===== src/rob_pkg.sv =====
// widths assume 64-bit pcs with 32 architectural and 64 physical registers, and any depth must be a power of two
package rob_pkg;

	// default entries per thread, kept a power of two
	localparam int ROB_DEPTH = 16;

	typedef logic [63:0] pc_t;	// instruction or branch target pc
	typedef logic [4:0] arn_t;	// architectural register number
	typedef logic [5:0] prn_t;	// physical register number, 64-entry prf

	// payload written at dispatch, 76 bits
	typedef struct packed
	{
		pc_t pc;
		arn_t arn;
		prn_t prn;
		logic is_branch;
	} rob_entry_t;

	// arn shown on a commit slot with nothing to commit
	localparam arn_t ZERO_REG = 5'd31;

endpackage


===== src/rob_writeback_route.sv =====
// fu1 wins on equal tags, and a waiting fu2 result is lost if both units complete into its thread again before it drains
module rob_writeback_route #(
	parameter int DEPTH = rob_pkg::ROB_DEPTH
) (
	input logic clock,
	input logic reset,
	input logic fu1_done,
	input logic [$clog2(DEPTH):0] fu1_tag,	// msb set means thread 2
	input logic fu1_mispredict,
	input rob_pkg::pc_t fu1_target_pc,
	input logic fu2_done,
	input logic [$clog2(DEPTH):0] fu2_tag,
	input logic fu2_mispredict,
	input rob_pkg::pc_t fu2_target_pc,
	output logic t1_cpl_en,
	output logic [$clog2(DEPTH)-1:0] t1_cpl_idx,
	output logic t1_cpl_mispredict,
	output rob_pkg::pc_t t1_cpl_target,
	output logic t2_cpl_en,
	output logic [$clog2(DEPTH)-1:0] t2_cpl_idx,
	output logic t2_cpl_mispredict,
	output rob_pkg::pc_t t2_cpl_target
);
	import rob_pkg::*;

	localparam int IDX_W = $clog2(DEPTH);

	logic fu2_live;	// fu2 result not shadowed by fu1
	logic fu2_sent;
	logic fu2_wait;	// fu2 lost its thread port this cycle
	logic hold_drain;
	logic hold_valid;
	logic [IDX_W:0] hold_tag;
	logic hold_mispredict;
	pc_t hold_target;
	logic port_en [2];	// index 0 is thread 1
	logic [IDX_W-1:0] port_idx [2];
	logic port_mispredict [2];
	pc_t port_target [2];

	assign fu2_live = fu2_done && !(fu1_done && fu1_tag == fu2_tag);

	// one completion port per thread, fu1 then the held result then fu2
	always_comb
	begin
		hold_drain = 1'b0;
		fu2_sent = 1'b0;
		for (int t = 0; t < 2; t++)
		begin
			port_en[t] = 1'b0;
			port_idx[t] = '0;
			port_mispredict[t] = 1'b0;
			port_target[t] = '0;
			if (fu1_done && fu1_tag[IDX_W] == 1'(t))
			begin
				port_en[t] = 1'b1;
				port_idx[t] = fu1_tag[IDX_W-1:0];
				port_mispredict[t] = fu1_mispredict;
				port_target[t] = fu1_target_pc;
			end
			else if (hold_valid && hold_tag[IDX_W] == 1'(t))
			begin
				port_en[t] = 1'b1;
				port_idx[t] = hold_tag[IDX_W-1:0];
				port_mispredict[t] = hold_mispredict;
				port_target[t] = hold_target;
				hold_drain = 1'b1;
			end
			else if (fu2_live && fu2_tag[IDX_W] == 1'(t))
			begin
				port_en[t] = 1'b1;
				port_idx[t] = fu2_tag[IDX_W-1:0];
				port_mispredict[t] = fu2_mispredict;
				port_target[t] = fu2_target_pc;
				fu2_sent = 1'b1;
			end
		end
	end

	assign fu2_wait = fu2_live && !fu2_sent;

	always_ff @(posedge clock)
	begin
		if (reset)
			hold_valid <= 1'b0;
		else if (fu2_wait)
			hold_valid <= 1'b1;
		else if (hold_drain)
			hold_valid <= 1'b0;
	end

	// held fu2 payload, written out one edge later
	always_ff @(posedge clock)
	begin
		if (fu2_wait)
		begin
			hold_tag <= fu2_tag;
			hold_mispredict <= fu2_mispredict;
			hold_target <= fu2_target_pc;
		end
	end

	assign t1_cpl_en = port_en[0];
	assign t1_cpl_idx = port_idx[0];
	assign t1_cpl_mispredict = port_mispredict[0];
	assign t1_cpl_target = port_target[0];
	assign t2_cpl_en = port_en[1];
	assign t2_cpl_idx = port_idx[1];
	assign t2_cpl_mispredict = port_mispredict[1];
	assign t2_cpl_target = port_target[1];

endmodule


===== config.mk =====
export PLATFORM = sky130hd
export DESIGN_NAME = rob_writeback_route
export DESIGN_NICKNAME = d
export VERILOG_FILES = /design/src/rob_pkg.sv /design/src/rob_writeback_route.sv
export SDC_FILE = /design/constraint.sdc
export NUM_CORES = 1
export LEC_CHECK = 0
export BUFFER_PORTS_ARGS = -buffer_cell sky130_fd_sc_hd__clkbuf_2
export CORE_UTILIZATION = 36
export DETAILED_ROUTE_END_ITERATION = 10
export GPL_TIMING_DRIVEN = 0
export PLACE_DENSITY_LB_ADDON = 0.3
export SYNTH_ARGS = -nofsm -noshare
export SYNTH_HDL_FRONTEND = slang
export SYNTH_SLANG_ARGS = --single-unit

===== constraint.sdc =====
create_clock -name clock -period 14.15 [get_ports clock]
set_input_delay 1.415 -clock clock [delete_from_list [all_inputs] [get_ports clock]]
set_output_delay 1.415 -clock clock [all_outputs]
set_load 0.01 [all_outputs]

; Yosys cells after proc, flatten, opt, wreduce, memory -nomap -nowiden
; Cells that the tools add are included.
[word_totals]
in_bits = 144
regBits = 71
output_inout_bits = 140
[classes]
eq_ne = 1
n_bitwise = 3
reduce_logical = 12
mux = 35
[ops]
columns = op, count
row1 = 2-to-1 mux 64 bit, 6
row2 = 2-to-1 mux 4 bit, 6
row3 = 2-to-1 mux 1 bit, 23
row4 = logical AND 1 bit, 9
row5 = equality test 5 bit, 1
row6 = NOT 1 bit, 3
row7 = logical NOT 1 bit, 2
row8 = nonzero test 2 bit, 1

; Longest topological paths before layout
[logic_depth]
word_depth = 14
mapped_depth = 7
mapped_depth_nobuf = 3

; Least setup slack after synthesis
; Ideal clock, no wire load.
[synth_timing]
path_type = input port to flip-flop
from = input fu1_tag[4]
to = register hold_mispredict (enable)
required_ns = 13.629
t_arrival_ns = 5.326
stages = 4
slack_ns = 8.303
setup_time_ns = 0.521
cell_sequence = buf_4 > xnor2_1 > and4_1 > a21oi_1
[synth_via]
elab_chain_cells = 13
elab_cells_between_ends = 17
classes_between = 1 x eq/ne / 6 x mux / 1 x bitwise / 9 x reduce/logical
[synth_lines]
columns = element, line_no
row1 = from (decl), rob_writeback_route.sv:8  ; input logic [$clog2(DEPTH):0] fu1_tag,
row2 = equality test 5 bit, rob_writeback_route.sv:41  ; assign fu2_live = fu2_done && !(fu1_done && fu1_tag == fu2_tag);
row3 = logical AND 1 bit, rob_writeback_route.sv:41
row4 = logical NOT 1 bit, rob_writeback_route.sv:41
row5 = logical AND 1 bit, rob_writeback_route.sv:41
row6 = logical AND 1 bit, rob_writeback_route.sv:69  ; else if (fu2_live && fu2_tag[IDX_W] == 1'(t))
row7 = 2-to-1 mux 1 bit, rob_writeback_route.sv:69
row8 = 2-to-1 mux 1 bit, rob_writeback_route.sv:61  ; else if (hold_valid && hold_tag[IDX_W] == 1'(t))
row9 = 2-to-1 mux 1 bit, rob_writeback_route.sv:54  ; if (fu1_done && fu1_tag[IDX_W] == 1'(t))
row10 = 2-to-1 mux 1 bit, rob_writeback_route.sv:69
row11 = 2-to-1 mux 1 bit, rob_writeback_route.sv:61
row12 = 2-to-1 mux 1 bit, rob_writeback_route.sv:54
row13 = logical NOT 1 bit, rob_writeback_route.sv:80  ; assign fu2_wait = fu2_live && !fu2_sent;
row14 = logical AND 1 bit (*), rob_writeback_route.sv:80
row15 = net fu2_wait, rob_writeback_route.sv:30  ; logic fu2_wait;
row16 = to (signal assigned), rob_writeback_route.sv:98  ; hold_mispredict <= fu2_mispredict;
row17 = to (decl), rob_writeback_route.sv:34  ; logic hold_mispredict;
; Mark *: on every way through the listed nets, which the timed path passes. The rest lies on a longest branch.
; A chain may end at the register's enable or synchronous reset.

; Worst setup path after layout
[layout_timing]
from = input fu1_done
to = output t1_cpl_idx[1]
[layout_via]
elab_chain_cells = 7
elab_cells_between_ends = 8
classes_between = 3 x mux / 5 x reduce/logical
[layout_lines]
columns = element, line_no
row1 = from (decl), rob_writeback_route.sv:7  ; input logic fu1_done,
row2 = logical AND 1 bit, rob_writeback_route.sv:41
row3 = logical NOT 1 bit, rob_writeback_route.sv:41
row4 = logical AND 1 bit, rob_writeback_route.sv:41
row5 = logical AND 1 bit, rob_writeback_route.sv:69
row6 = 2-to-1 mux 4 bit, rob_writeback_route.sv:69
row7 = 2-to-1 mux 4 bit, rob_writeback_route.sv:61
row8 = 2-to-1 mux 4 bit (*), rob_writeback_route.sv:54
row9 = to (decl), rob_writeback_route.sv:16  ; output logic [$clog2(DEPTH)-1:0] t1_cpl_idx,
; Every way passes the cells marked *; elsewhere a longest branch is shown, timed or not.

==> metrics.yaml <==
powerDensity_nw_per_um2: 92.0
cts_resized: 0
crit_required_ns: 12.73
netlist_area_sq_um: 4810
multi_input_area_sq_um: 2450
cts_sinks: 71
hold_start: "hold_valid$_SDFFE_PP0P_"
yosysWarnings: 0
max_slew_margin: 0.573
drt.antenna.violating_nets: 0
synth_top_area_frac: 0.437
drt_first_pass_iters: 5
floorplan.initialDensity: 0.375
initialDrtViolationCount: 299
yosysTopAreaCell: "edfxtp_1"
whs_ns: 0.581
cts.reportedPaths.clkPinSlew_ns: 0.06
numPortBuffers: 283
max_freq_mhz: 215
routabilityCongestion: 0.930
cts_setup_buffers: 0
r2r-start: "hold_tag[4]$_DFFE_PP_"
seqPwrFrac: 0.398
ir_drop_uv: 43.4
synth.top_cells.by_area: "edfxtp_1 44%, a221o_1 29%, and2_1 9.1%"
clk_latency_ns: 0.33
grtUsageTotal: 0.243
fp.dieH_um: 118
grt_max_degree: 29
seq_area_sq_um: 2120
internal_power_uw: 451
rsz0062_at_grt: "no"
critPathArrivalTime_ns: 3.24
grt_antenna_before_repair: 0
ys_seq_area_frac: 0.441
maxCapViolCount: 0
numCtsBuffers: 9
switching_share: 0.277
finalSetupTns_ns: 0
hp-class: "reg2reg"
status: "finished, final reports clean"
postSynthCellCount: 429
grt_pass1_vias: 5220
synth_nets: 573
diodes: 0
startpoint_type: "input port"
grt_pass1_wl_um: 26900
p_clk_frac: 0.351
finalMaxSlewViolations: 0
mostFrequentLayoutCells: "284 x clkbuf_2, 138 x a221o_1, 70 x and2_1, 70 x edfxtp_1, 69 x and3_1"
tightestPinTransition_ns: 0.639
fp.dieArea_sq_um: 13800
cts_hold_buf: 0
coreArea_sq_um: 12800
hold_violations: 0
async_flop_share: 0
synth_cell_types: 25
drt_wl_total_um: 17400
row_count: 41
clock-skew-final_ns: 0.00692
die_w_um: 118
p_comb_frac: 0.250
vias_per_cell: 5.91
layout-drive-gt1-share: 0.440
worst-setup-path-type: "in2out"
period_needed_ns: 4.66
nFillCells: 1209
wl_per_cell_um: 19.3
nets: 869
cts_tree: "done"
worstPathMaxFanout: 10
min_period_over_period: 0.329
synth_area_per_cell_sq_um: 11.2
layout_commonest_cell: "clkbuf_2"
clock_path_buffers: 2
yosys_register_bits: 71
p_leak_nw: 3.29
syn2layout_area_growth_pct: 40.8
io_pins: 284
ys.flop_type: "edfxtp_1"
end_kind: "primary output"
overflow: 0
synth_edf_count: 70
hpwlAfterDp_um: 13000
num_vias: 5332
cts_root_buf: "clkbuf_16"
h-tree-depth: 3
setup_viol: 0
setup.worst_path.start: "fu1_done"
switchingPower_uw: 173
remaining_drc_errors: 0
sequential cells by signal, indices dropped and copies added (netlist names):
signal,count
hold_tag,5
hold_valid,1
hold_target,64
hold_mispredict,1
cells by family after synthesis:
kind of cell | after synthesis | synth area share
xor gates and xnor gates | 7 | 0.0127
buffers and inverters | 54 | 0.0530
DFF | 71 | 0.441
and+or+nand+nor | 154 | 0.198
AOI/OAI and AO/OA | 143 | 0.295
synthesized netlist by cell type, drive strengths merged (2+ instances only):
| cell | number |
|---|---|
| buf | 20 |
| a21oi | 2 |
| a221o | 138 |
| nand2 | 4 |
| and2 | 70 |
| nor2 | 2 |
| xnor2 | 5 |
| edfxtp | 70 |
| and3 | 69 |
| nor2b | 3 |
| clkbuf | 34 |
| xor2 | 2 |
| nand3 | 2 |
power by group through the flow:
stage | Clock [mW] | Sequential (mW) | Combinational [mW]
final | 0.219 | 0.249 | 0.156
after global routing | 0.231 | 0.249 | 0.168
after CTS | 0.223 | 0.248 | 0.156
after detailed placement | 0 | 0.252 | 0.156
after global placement | 0 | 0.254 | 0.151
after floorplan | 0 | 0.252 | 0.0808
final timing paths:
path | to | depth (start not counted) | slack, ns
setup / recovery | t1_cpl_idx[1] | 8 | 9.49
hold / removal | hold_valid$_SDFFE_PP0P_ | 2 | 0.58
setup reg to reg | hold_target[35]$_DFFE_PP_ | 4 | 12.23
hold reg to reg | hold_valid$_SDFFE_PP0P_ | 2 | 0.58
final cells by class:
cell class,instances,area share
Clock buffer,12,0.0349
Sequential cell,71,0.313
Tap cell,172,0.0317
Timing Repair Buffer,285,0.215
Clock inverter,4,0.00683
Multi-Input combinational cell,304,0.361
Buffer,54,0.0376
worst max-delay path, stage by stage:
cell,delay [ns]
clkbuf_2,0.11
nor2b_1,0.12
buf_2,0.19
nor3_2,0.54
buf_2,0.34
buf_4,0.21
a221o_1,0.17
clkbuf_2,0.13
through the flow:
| step | power (mW) | worst slack [ns] | cell area [sq um] | util | cells |
|---|---|---|---|---|---|
| detailed placement | 0.408 | 9.50 | 6500 | 0.507 | 886 |
| global placement | 0.405 | 6.47 | 6450 | 0.503 | 884 |
| CTS | 0.628 | 9.47 | 6780 | 0.529 | 902 |
| floorplan | 0.333 | 8.30 | 4810 | - | 429 |
| finish | 0.624 | 9.49 | 6780 | 0.529 | 902 |
| global route | 0.648 | 9.35 | 6780 | 0.529 | 902 |
routing by layer:
| layer | global-route usage | part of all wire | wire [um] | vias to the layer above |
|---|---|---|---|---|
| li1 | - | - | - | 2410 |
| met1 | 0.304 | 0.40 | 7040 | 2569 |
| met2 | 0.414 | 0.50 | 8690 | 312 |
| met3 | 0.0368 | 0.073 | 1270 | 41 |
| met4 | 0.107 | 0.026 | 452 | 0 |
| met5 | 0 | 0 | 0 | - |
Note: power is estimated with default switching activity, not from simulation.
