**config.mk**
```make
export PLATFORM = sky130hd
export DESIGN_NAME = rob_commit_select
export DESIGN_NICKNAME = d
export VERILOG_FILES = /design/src/rob_pkg.sv /design/src/rob_commit_select.sv
export SDC_FILE = /design/constraint.sdc
export NUM_CORES = 1
export LEC_CHECK = 0
export BUFFER_PORTS_ARGS = -buffer_cell sky130_fd_sc_hd__buf_2
export CELL_PAD_IN_SITES_DETAIL_PLACEMENT = 0
export CELL_PAD_IN_SITES_GLOBAL_PLACEMENT = 1
export CORE_AREA = 4 4 338 340
export DETAILED_ROUTE_END_ITERATION = 10
export DIE_AREA = 0 0 342 344
export PLACE_DENSITY_LB_ADDON = 0.1
export SLEW_MARGIN = 25
export SYNTH_ARGS = -nofsm -noshare
export SYNTH_HDL_FRONTEND = slang
export SYNTH_SLANG_ARGS = --single-unit
```
**constraint.sdc**
```tcl
create_clock -name vclk -period 2.5
set_input_delay 0.125 -clock vclk [all_inputs]
set_output_delay 0.125 -clock vclk [all_outputs]
set_load 0.1 [all_outputs]
```
**src/rob_pkg.sv**
```systemverilog
// widths assume 64-bit pcs with 32 architectural and 64 physical registers, and any depth must be a power of two
package rob_pkg;

	// default entries per thread, kept a power of two
	localparam int ROB_DEPTH = 16;

	typedef logic [63:0] pc_t;	// instruction or branch target pc
	typedef logic [4:0] arn_t;	// architectural register number
	typedef logic [5:0] prn_t;	// physical register number, 64-entry prf

	// payload written at dispatch, 76 bits
	typedef struct packed
	{
		pc_t pc;
		arn_t arn;
		prn_t prn;
		logic is_branch;
	} rob_entry_t;

	// arn shown on a commit slot with nothing to commit
	localparam arn_t ZERO_REG = 5'd31;

endpackage

```
**src/rob_commit_select.sv**
```systemverilog
// commit has no back-pressure, and squash only flags the thread since its queue discards the younger entries
module rob_commit_select #(
	parameter int DEPTH = rob_pkg::ROB_DEPTH
) (
	input rob_pkg::rob_entry_t t1_entry0,
	input logic t1_done0,
	input logic t1_mispredict0,
	input rob_pkg::pc_t t1_target0,
	input rob_pkg::rob_entry_t t1_entry1,
	input logic t1_done1,
	input logic t1_mispredict1,
	input rob_pkg::pc_t t1_target1,
	input logic [$clog2(DEPTH):0] t1_count,
	input rob_pkg::rob_entry_t t2_entry0,
	input logic t2_done0,
	input logic t2_mispredict0,
	input rob_pkg::pc_t t2_target0,
	input rob_pkg::rob_entry_t t2_entry1,
	input logic t2_done1,
	input logic t2_mispredict1,
	input rob_pkg::pc_t t2_target1,
	input logic [$clog2(DEPTH):0] t2_count,
	output logic [1:0] t1_pop,
	output logic [1:0] t2_pop,
	output logic t1_squash,
	output logic t2_squash,
	output logic commit1_valid,
	output rob_pkg::pc_t commit1_pc,
	output rob_pkg::pc_t commit1_target_pc,
	output logic commit1_is_branch,
	output logic commit1_mispredict,
	output rob_pkg::arn_t commit1_arn,
	output rob_pkg::prn_t commit1_prn,
	output logic commit1_is_thread1,
	output logic commit2_valid,
	output rob_pkg::pc_t commit2_pc,
	output rob_pkg::pc_t commit2_target_pc,
	output logic commit2_is_branch,
	output logic commit2_mispredict,
	output rob_pkg::arn_t commit2_arn,
	output rob_pkg::prn_t commit2_prn,
	output logic commit2_is_thread1
);
	import rob_pkg::*;

	// candidates indexed by thread bit then position, so 2 is the thread-2 head
	rob_entry_t cand_entry [4];
	pc_t cand_target [4];
	logic [3:0] cand_mispredict;
	logic [3:0] cand_ready;	// occupied and done
	logic [3:0] cand_flush;	// mispredicted branch
	logic sel1_valid;
	logic sel2_valid;
	logic [1:0] sel1;
	logic [1:0] sel2;

	always_comb
	begin
		cand_entry = '{t1_entry0, t1_entry1, t2_entry0, t2_entry1};
		cand_target = '{t1_target0, t1_target1, t2_target0, t2_target1};
		cand_mispredict = {t2_mispredict1, t2_mispredict0, t1_mispredict1, t1_mispredict0};
		cand_ready[0] = (t1_count != '0) && t1_done0;
		cand_ready[1] = (t1_count > 1) && t1_done1;	// head+1 must be occupied too
		cand_ready[2] = (t2_count != '0) && t2_done0;
		cand_ready[3] = (t2_count > 1) && t2_done1;
		for (int i = 0; i < 4; i++)
			cand_flush[i] = cand_entry[i].is_branch && cand_mispredict[i];
	end

	// slot 1 prefers thread 1, slot 2 stays in-thread unless that is blocked
	always_comb
	begin
		sel1_valid = 1'b1;
		sel1 = 2'd0;
		sel2_valid = 1'b0;
		sel2 = 2'd0;
		if (cand_ready[0])
			sel1 = 2'd0;
		else if (cand_ready[2])
			sel1 = 2'd2;
		else
			sel1_valid = 1'b0;
		if (sel1_valid && cand_ready[sel1 | 2'd1] && !cand_flush[sel1])
		begin
			sel2_valid = 1'b1;
			sel2 = sel1 | 2'd1;
		end
		else if (sel1_valid && sel1 == 2'd0 && cand_ready[2])
		begin
			sel2_valid = 1'b1;	// other thread may still go after a thread-1 squash
			sel2 = 2'd2;
		end
	end

	assign t1_pop = {1'b0, sel1_valid & ~sel1[1]} + {1'b0, sel2_valid & ~sel2[1]};
	assign t2_pop = {1'b0, sel1_valid & sel1[1]} + {1'b0, sel2_valid & sel2[1]};
	assign t1_squash = (sel1_valid && !sel1[1] && cand_flush[sel1])
		|| (sel2_valid && !sel2[1] && cand_flush[sel2]);
	assign t2_squash = (sel1_valid && sel1[1] && cand_flush[sel1])
		|| (sel2_valid && sel2[1] && cand_flush[sel2]);

	// idle slots show zeros and ZERO_REG
	assign commit1_valid = sel1_valid;
	assign commit1_pc = sel1_valid ? cand_entry[sel1].pc : '0;
	assign commit1_target_pc = sel1_valid ? cand_target[sel1] : '0;
	assign commit1_is_branch = sel1_valid && cand_entry[sel1].is_branch;
	assign commit1_mispredict = sel1_valid && cand_mispredict[sel1];
	assign commit1_arn = sel1_valid ? cand_entry[sel1].arn : ZERO_REG;
	assign commit1_prn = sel1_valid ? cand_entry[sel1].prn : '0;
	assign commit1_is_thread1 = sel1_valid && !sel1[1];

	assign commit2_valid = sel2_valid;
	assign commit2_pc = sel2_valid ? cand_entry[sel2].pc : '0;
	assign commit2_target_pc = sel2_valid ? cand_target[sel2] : '0;
	assign commit2_is_branch = sel2_valid && cand_entry[sel2].is_branch;
	assign commit2_mispredict = sel2_valid && cand_mispredict[sel2];
	assign commit2_arn = sel2_valid ? cand_entry[sel2].arn : ZERO_REG;
	assign commit2_prn = sel2_valid ? cand_entry[sel2].prn : '0;
	assign commit2_is_thread1 = sel2_valid && !sel2[1];

endmodule

```
# --- Yosys cells after proc, flatten, opt, wreduce, memory -nomap -nowiden ---
# Cells that the tools add are included.
# Widths: inputs -> output; s select.
word_totals:
  ff_bits: 0
  input_bits: 578
  output_inout_bits: 292
  elab_cells: 87
op_classes:
  addsub: 2
  order_cmp: 7
  muxes: 38
  bitwise_logic: 8
  n_reduce_logical: 32
op_table:
  columns: ["operator", "n"]
  rows:
  - ["$mux 64", 8]
  - ["$bmux 76 s2", 2]
  - ["$mux 76", 4]
  - ["$bmux 64 s2", 2]
  - ["$logic_and 1x1->1", 24]
  - ["$mux 6", 2]
  - ["$gt 5x1->1 const B", 2]
  - ["$mux 1", 10]
  - ["$mux 5", 2]
  - ["$reduce_bool 5->1", 2]
  - ["$lt 2x3->1 const B", 3]
  - ["$bmux 1 s2", 4]
  - ["$mux 2", 4]
  - ["$ge 3x3->1 const B", 2]
  - ["$not 2->3", 2]
  - ["$add 1x1->2", 2]
  - ["$and 1x1->1", 4]
  - ["$logic_not 1->1", 3]
  - ["$logic_not 2->1", 1]
  - ["$logic_or 1x1->1", 2]
  - ["$not 1->1", 2]

# --- Depth between registers and ports, before layout ---
# Gate-level depths: netlist of the first run.
logic_depth:
  word_depth: 14
  ltp_mapped: 9
  mapped_depth_nobuf: 6

# --- Worst setup path after synthesis of the first run ---
# No wires, ideal clock.
synth_timing:
  kind: "input to output"
  startpoint: "input t2_count[4]"
  endpoint: "output commit2_pc[10]"
  arrival_time_ns: 3.780
  t_required_ns: 2.375
  path_slack_ns: -1.405
  path_stages: 8
  n_path_buf: 3
  cell_sequence: "or4_1 -> a32o_1 -> buf_2 -> a31oi_2 -> buf_6 -> buf_4 -> mux2i_1 -> o21ai_0"
synth_via:
  elab_chain_len: 14
  elab_cells_between_ends: 27
  cone_classes: "order compare (1); mux (16); bitwise (1); reduce/logical (9)"
synth_rtl:
  columns: ["element", "line", "rtl"]
  rows:
  - ["from (decl)", "rob_commit_select.sv:22", "input logic [$clog2(DEPTH):0] t2_count,"]
  - ["$reduce_bool 5->1", "rob_commit_select.sv:64", "cand_ready[2] = (t2_count != '0) && t2_done0;"]
  - ["$logic_and 1x1->1", "rob_commit_select.sv:64", null]
  - ["$mux 2", "rob_commit_select.sv:79", "else if (cand_ready[2])"]
  - ["$mux 2", "rob_commit_select.sv:77", "if (cand_ready[0])"]
  - ["$bmux 1 s2, or another cell as far along", "rob_commit_select.sv:83", "if (sel1_valid && cand_ready[sel1 | 2'd1] && !cand_flush[sel1])"]
  - ["$mux 1 (not written as such) / $logic_and 1x1->1 (equally long branches)", "rob_commit_select.sv:83, rob_commit_select.sv:88", null]
  - ["$logic_not 1->1, or another cell as far along", "rob_commit_select.sv:83", null]
  - ["$logic_and 1x1->1 / $mux 2 (equally long branches)", "rob_commit_select.sv:83, rob_commit_select.sv:88", null]
  - ["$mux 2", "rob_commit_select.sv:83", null]
  - ["$not 2->3 (not written as such)", "rob_commit_select.sv:113", "assign commit2_pc = sel2_valid ? cand_entry[sel2].pc : '0;"]
  - ["$bmux 76 s2", "rob_commit_select.sv:113", null]
  - ["$mux 76", null, null]
  - ["$mux 76 (not written as such)", "rob_commit_select.sv:113", null]
  - ["$mux 64 *", "rob_commit_select.sv:113", null]
  - ["to (decl)", "rob_commit_select.sv:36", "output rob_pkg::pc_t commit2_pc,"]
# Every way passes the cells marked *; elsewhere a longest branch is shown, timed or not. The select of a mux whose other input is x is not followed.

# --- Worst setup path after layout of the first run ---
layout_timing:
  startpoint: "input t1_count[2]"
  endpoint: "output commit2_target_pc[58]"
layout_via:
  elab_chain_len: 13
  elab_cells_between_ends: 25
  cone_classes: "order compare (1); mux (14); bitwise (1); reduce/logical (9)"
layout_rtl:
  columns: ["element", "line", "rtl"]
  rows:
  - ["from (decl)", "rob_commit_select.sv:13", "input logic [$clog2(DEPTH):0] t1_count,"]
  - ["branches (longest 12 deep; another with $gt 5x1->1)", null, null]
  - ["$mux 64 *", "rob_commit_select.sv:114", "assign commit2_target_pc = sel2_valid ? cand_target[sel2] : '0;"]
  - ["to (decl)", "rob_commit_select.sv:37", "output rob_pkg::pc_t commit2_target_pc,"]
# Every way passes the cells marked *. The select of a mux whose other input is x is not followed.

==> results.ini, run 1 <==
[run_status]
status = finished, violations left
violations = negative setup slack

[synth]
synth_nets = 1257
yosysWarnings = 0
ys_types = 31
syn_area_mm2 = 0.004477
syn_avg_cell_area_um2 = 6.613
ys_seq_area_share_pct = 0
postSynthCellCount = 677

[die]
rows = 123
core_area_mm2 = 0.1116
dieArea_mm2 = 0.1176
initial_core_util_pct = 4.012
fp.dieW_um = 342
die_h_um = 344
ios = 870

[pwr]
ir_drop_v = 0.0002105
power_w = 0.008123
powerDensity_mw_per_mm2 = 414.9
p_leak_nw = 8.114

[global_route]
grt_pass1_vias = 10700
antenna_found_initial = 48
grt_pass1_wl_mm = 93.96
grt.overflow.total = 0
grt_usage_pct = 11.43
grt_max_degree = 69

[setup_path]
path_max_fanout = 11
slowest_delay_ns = 0.58
cp_data_required_time_ns = 2.38
worst_ep_arrival_time_ns = 2.47
endpoint = commit2_target_pc[58]
worstPathCellList = buf_6, or4_4, a32o_2, a31oi_4, buf_8, buf_16, buf_12, mux2i_2, buf_4, o21ai_4, buf_12
critPathSlowestCell = or4_4
critical_path_class = primary input to primary output
crit_path_frequent_cell = buf_12
crit_path_start = t1_count[2]
startpoint_type = primary input
worstSetupEndpointType = primary output

[timing]
slew_violations = 0
post-route-period-util_pct = 104.0
fin_ws_ns = -0.09990
period_minus_slack_ns = 2.600
rsz0062_at_grt = true
hold_viol = 0
clock.fmax_ghz = 0.3846
final-setup-viol-count = 80
slew_headroom_pct = 65.26
worst-slew-pin-transition_ns = 0.5212

[final_layout]
final_area_mm2 = 0.01958
fillers = 12420
final_layout_size_suffix_gt1_share_pct = 85.64
n_clock_buffer = 0
regArea_um2 = 0
fin_util_pct = 17.55
mostFrequentLayoutCell = buf_2
multi_input_area_mm2 = 0.006973
nNetsFinal = 2205
nFlopsAndLatches = 0
layout_common_cells = buf_2 (579), buf_12 (320), nand2_1 (137), o21ai_4 (120), a22o_2 (100)
areaGrowthSynthToFinish_pct = 337.3

[route]
firstDrtPassIters = 4
vias = 9697
drc = 0
wl_per_cell_um = 23.21
drt_iter0_drc = 198
wirelength_mm = 72.83
antenna_left = 0
via_per_inst = 3.090

[placement]
io_buffer_count = 870
dp_worst_setup_slack_ns = -0.5126
dpl.hpwl_mm = 63.53
post_dp_cell_area_mm2 = 0.01747
place.gp.congestion = 0.8223

[cts]
hold_buffers = 0

[min_path]
hold_path.class = primary input to primary output

[run]
drv_cap = 0

how the worst min path moves through the flow:
stage	startpoint	endpoint	slack, ns	cells after the start
detailed placement	t1_entry1[14]	commit2_pc[2]	0.63	4
global placement	t1_entry1[14]	commit2_pc[2]	0.63	4
finish	t1_target1[8]	commit2_target_pc[8]	0.63	4
floorplan	t1_entry1[12]	commit2_pc[0]	0.53	2
CTS	t1_target1[8]	commit2_target_pc[8]	0.63	4
global route	t1_target1[8]	commit2_target_pc[8]	0.64	4
per-stage QoR:
step           setup TNS, ns  hold slack (ns)  std cells
3_3_place_gp          -17.01           0.6317       3079
2_1_floorplan         -5.662           0.5336        677
5_1_grt               -12.57           0.6359       3126
3_5_place_dp          -27.17           0.6330       3079
6_report              -3.346           0.6281       3138
4_1_cts               -9.953           0.6278       3108
report_power, final:
part | internal [W] | total, W | leakage [nW] | switching, W
combinational | 0.00315 | 0.00812 | 8.11 | 0.00498
sequential | 0 | 0 | 0 | 0
clock | 0.000000000812 | 0.000000000812 | 0.0000951 | 0
routing by layer:
metal	part of all wire (%)	track usage (%)
met5	0.22	0
met4	1.0	0.6610
met3	8.4	3.696
met2	54	22.33
met1	37	12.48
critical path, delay by kind of cell:
kind	cells	cell delay, ns
buffers and inverters	6	0.93
muxes	1	0.26
and+or+nand+nor	1	0.58
AOI/OAI and AO/OA	3	0.56
synth_stat cells, drive strengths merged:
master / n / area, µm²
and2: 1 / 6.260
a22o: 137 / 1200
nand2: 138 / 518.0
a21boi: 1 / 7.510
o22a: 5 / 43.79
o21a: 1 / 7.510
o211ai: 1 / 12.51
ha: 2 / 25.02
clkbuf: 56 / 210.2
buf: 21 / 168.9
nand3: 2 / 10.01
or4: 2 / 18.77
nor2: 10 / 37.54
clkinv: 1 / 3.750
a21oi: 11 / 55.05
o22ai: 3 / 18.77
a31oi: 1 / 12.51
mux2i: 135 / 1351
o21ai: 138 / 694.4
a221o: 1 / 10.01
nand2b: 1 / 6.260
a32o: 1 / 10.01
a211oi: 5 / 37.54
inv: 3 / 11.26
layout make-up:
type | count | share of cell area, %
antenna | 15 | 0.1917
inverter | 4 | 0.1534
multi-input combinational | 596 | 35.62
tap | 1500 | 9.587
timing repair buffer | 1023 | 54.45
timing repair:
action | in CTS | in global routing
gates cloned | 8 | 2
buffers inserted | 21 | 18
pin swaps | 5 | 5
gates resized for setup | 206 | 70
setup endpoints to repair | 144 | 141
kinds of logic after synthesis:
family	after synthesis	synth area share, %
simple gates	154	13.33
buf+inv	81	8.803
fa+ha+maj	2	0.5589
compound gates	305	47.12
mux	135	30.18
Power figures use the tool's default switching activity.
==> inputs of run 2 (changes only) <==
CORE_AREA = 4 4 337 339   (was 4 4 338 340)
DIE_AREA = 0 0 341 343   (was 0 0 342 344)
PLACE_DENSITY = 0.35   (was default)
PLACE_DENSITY_LB_ADDON = default   (was 0.1)
clock period = 3.05 ns   (was 2.5 ns; I/O delays follow)
==> run 2 against run 1 <==
- the flow now finishes without violations
- hold slack improved by 0.049 ns
- cell area decreased by 20%
- critical path depth decreased by 1
- largest power group unchanged
- critical endpoint is now commit2_target_pc[24]
- count of clock-buffer cells in the layout unchanged
- via count decreased by 3.4%
- die area decreased by 0.58%
- largest cell class unchanged
- flip-flop and latch count unchanged
==> results.ini, run 2 (synthesis results as in run 1) <==
[cts]
hold_buffers = 0  ; unchanged
cts_resized = 0  ; -100%
cts_setup_buffers = 0  ; -100%

[final_layout]
n_clock_buffer = 0  ; unchanged
layout_common_cells = buf_2 (598), buf_12 (284), nand2_1 (138), a22o_1 (137), mux2i_1 (135)
fin_util_pct = 14.19  ; -3.4 points
nFlopsAndLatches = 0  ; unchanged
regArea_um2 = 0  ; unchanged
final_layout_size_suffix_gt1_share_pct = 70.55  ; -15 points
multi_input_area_mm2 = 0.004637  ; -34%
layout.cells.non_filler = 3037  ; -3.2%
mostFrequentLayoutCell = buf_2
areaGrowthSynthToFinish_pct = 249.7
fillers = 12640  ; +1.8%
nNetsFinal = 2120  ; -3.9%

[die]
initial_core_util_pct = 4.056  ; +0.044 points
fp.dieW_um = 341  ; -0.29%
die_h_um = 343  ; -0.29%
ios = 870  ; unchanged
dieArea_mm2 = 0.1170  ; -0.58%
core_area_mm2 = 0.1104  ; -1.1%
rows = 122  ; -0.81%

[setup_path]
critPathSlowestCell = or4_1
worstSetupEndpointType = primary output
path_max_fanout = 22  ; +11
path_buf_inv = 5  ; -1
critical_path_class = primary input to primary output
startpoint_type = primary input
worstPathCellList = buf_2, or4_1, a32o_1, a31oi_4, buf_12, buf_12, buf_4, mux2i_1, o21ai_2, buf_12
slowest_delay_ns = 0.63  ; +0.05 ns
cp_top_family = buffers and inverters
worst_ep_arrival_time_ns = 2.73  ; +0.26 ns
cp_data_required_time_ns = 2.90  ; +0.52 ns
crit_path_frequent_cell = buf_12

[placement]
dp.cells = 3026  ; -1.7%
place.gp.congestion = 0.8144  ; -0.96%
dp_worst_setup_slack_ns = 0.1633  ; +0.6759 ns
dpl.hpwl_mm = 70.47  ; +11%
io_buffer_count = 870  ; unchanged

[route]
drc = 0  ; unchanged
wirelength_mm = 77.16  ; +5.9%
wl_per_cell_um = 25.41  ; +9.5%
vias = 9366  ; -3.4%
antenna_left = 0  ; unchanged
drt_iter0_drc = 462  ; +130%
firstDrtPassIters = 4  ; unchanged
via_per_inst = 3.084  ; -0.20%

[timing]
post-route-period-util_pct = 94.63
fin_ws_ns = 0.1638  ; +0.2637 ns
worst-slew-pin-transition_ns = 0.8463  ; +0.3251 ns
slew_headroom_pct = 43.58  ; -22 points
period_minus_slack_ns = 2.886
rsz0062_at_grt = false
slew_violations = 0  ; unchanged
tns_ns = 0  ; +3.346 ns
final-setup-viol-count = 0  ; -100%
clock.fmax_ghz = 0.3465
hold_viol = 0  ; unchanged

[min_path]
hold_path.class = primary input to primary output

[global_route]
grt.overflow.total = 0  ; unchanged
grt_pass1_wl_mm = 98.41  ; +4.7%
antenna_found_initial = 38  ; -21%
grt_max_degree = 79  ; +14%
grt_usage_pct = 12.23  ; +0.80 points
grt_pass1_vias = 10100  ; -5.7%

[pwr]
power_w = 0.005763  ; -29%
p_leak_nw = 7.435  ; -8.4%
powerDensity_mw_per_mm2 = 368.2  ; -11%
ir_drop_v = 0.0001695  ; -19%

[run]
drv_cap = 0  ; unchanged

[run_status]
status = complete, no violations

==> run 2: final cells by class <==
type,instances,area share [%]
repair buffers,938,58.12
diodes,11,0.1758
inverters,4,0.1918
multi-input cells,596,29.62
well taps,1488,11.89
==> run 2: per-layer routing <==
| metal | routed length (µm) | vias up | global-route usage (%) | share of wire (%) |
|---|---|---|---|---|
| met5 | 47 | - | 0 | 0.061 |
| met4 | 399 | 8 | 0.2744 | 0.52 |
| met3 | 6265 | 50 | 3.560 | 8.1 |
| met2 | 38090 | 531 | 21.86 | 49 |
| met1 | 32360 | 4440 | 15.35 | 42 |
| li1 | - | 4337 | - | - |
==> run 2: worst paths after layout <==
kind / startpoint / to / slack, ns / depth (start not counted)
worst max-delay path: t2_count[4] / commit2_target_pc[24] / 0.16 / 10
worst min-delay path: t1_target1[11] / commit2_target_pc[11] / 0.68 / 4
==> run 2: worst min-delay path: cells and delay by family <==
kind	cells	cell delay, ns
buf+inv	2	0.24
compound gates	1	0.07
simple gates	1	0.05
==> run 2: metrics by stage <==
stage                     hold slack (ns)  cell area [µm²]
after CTS                          0.6801            15630
after global placement             0.6794            15630
final                              0.6775            15660
after detailed placement           0.6784            15630
after floorplan                    0.6148             5014
after global routing               0.6890            15630
==> run 2: report_power, final <==
part / switching, W / internal, W / leakage, nW
Sequential: 0 / 0 / 0
Combinational: 0.00382 / 0.00194 / 7.44
Clock: 0 / 0.000000000504 / 0.0000697
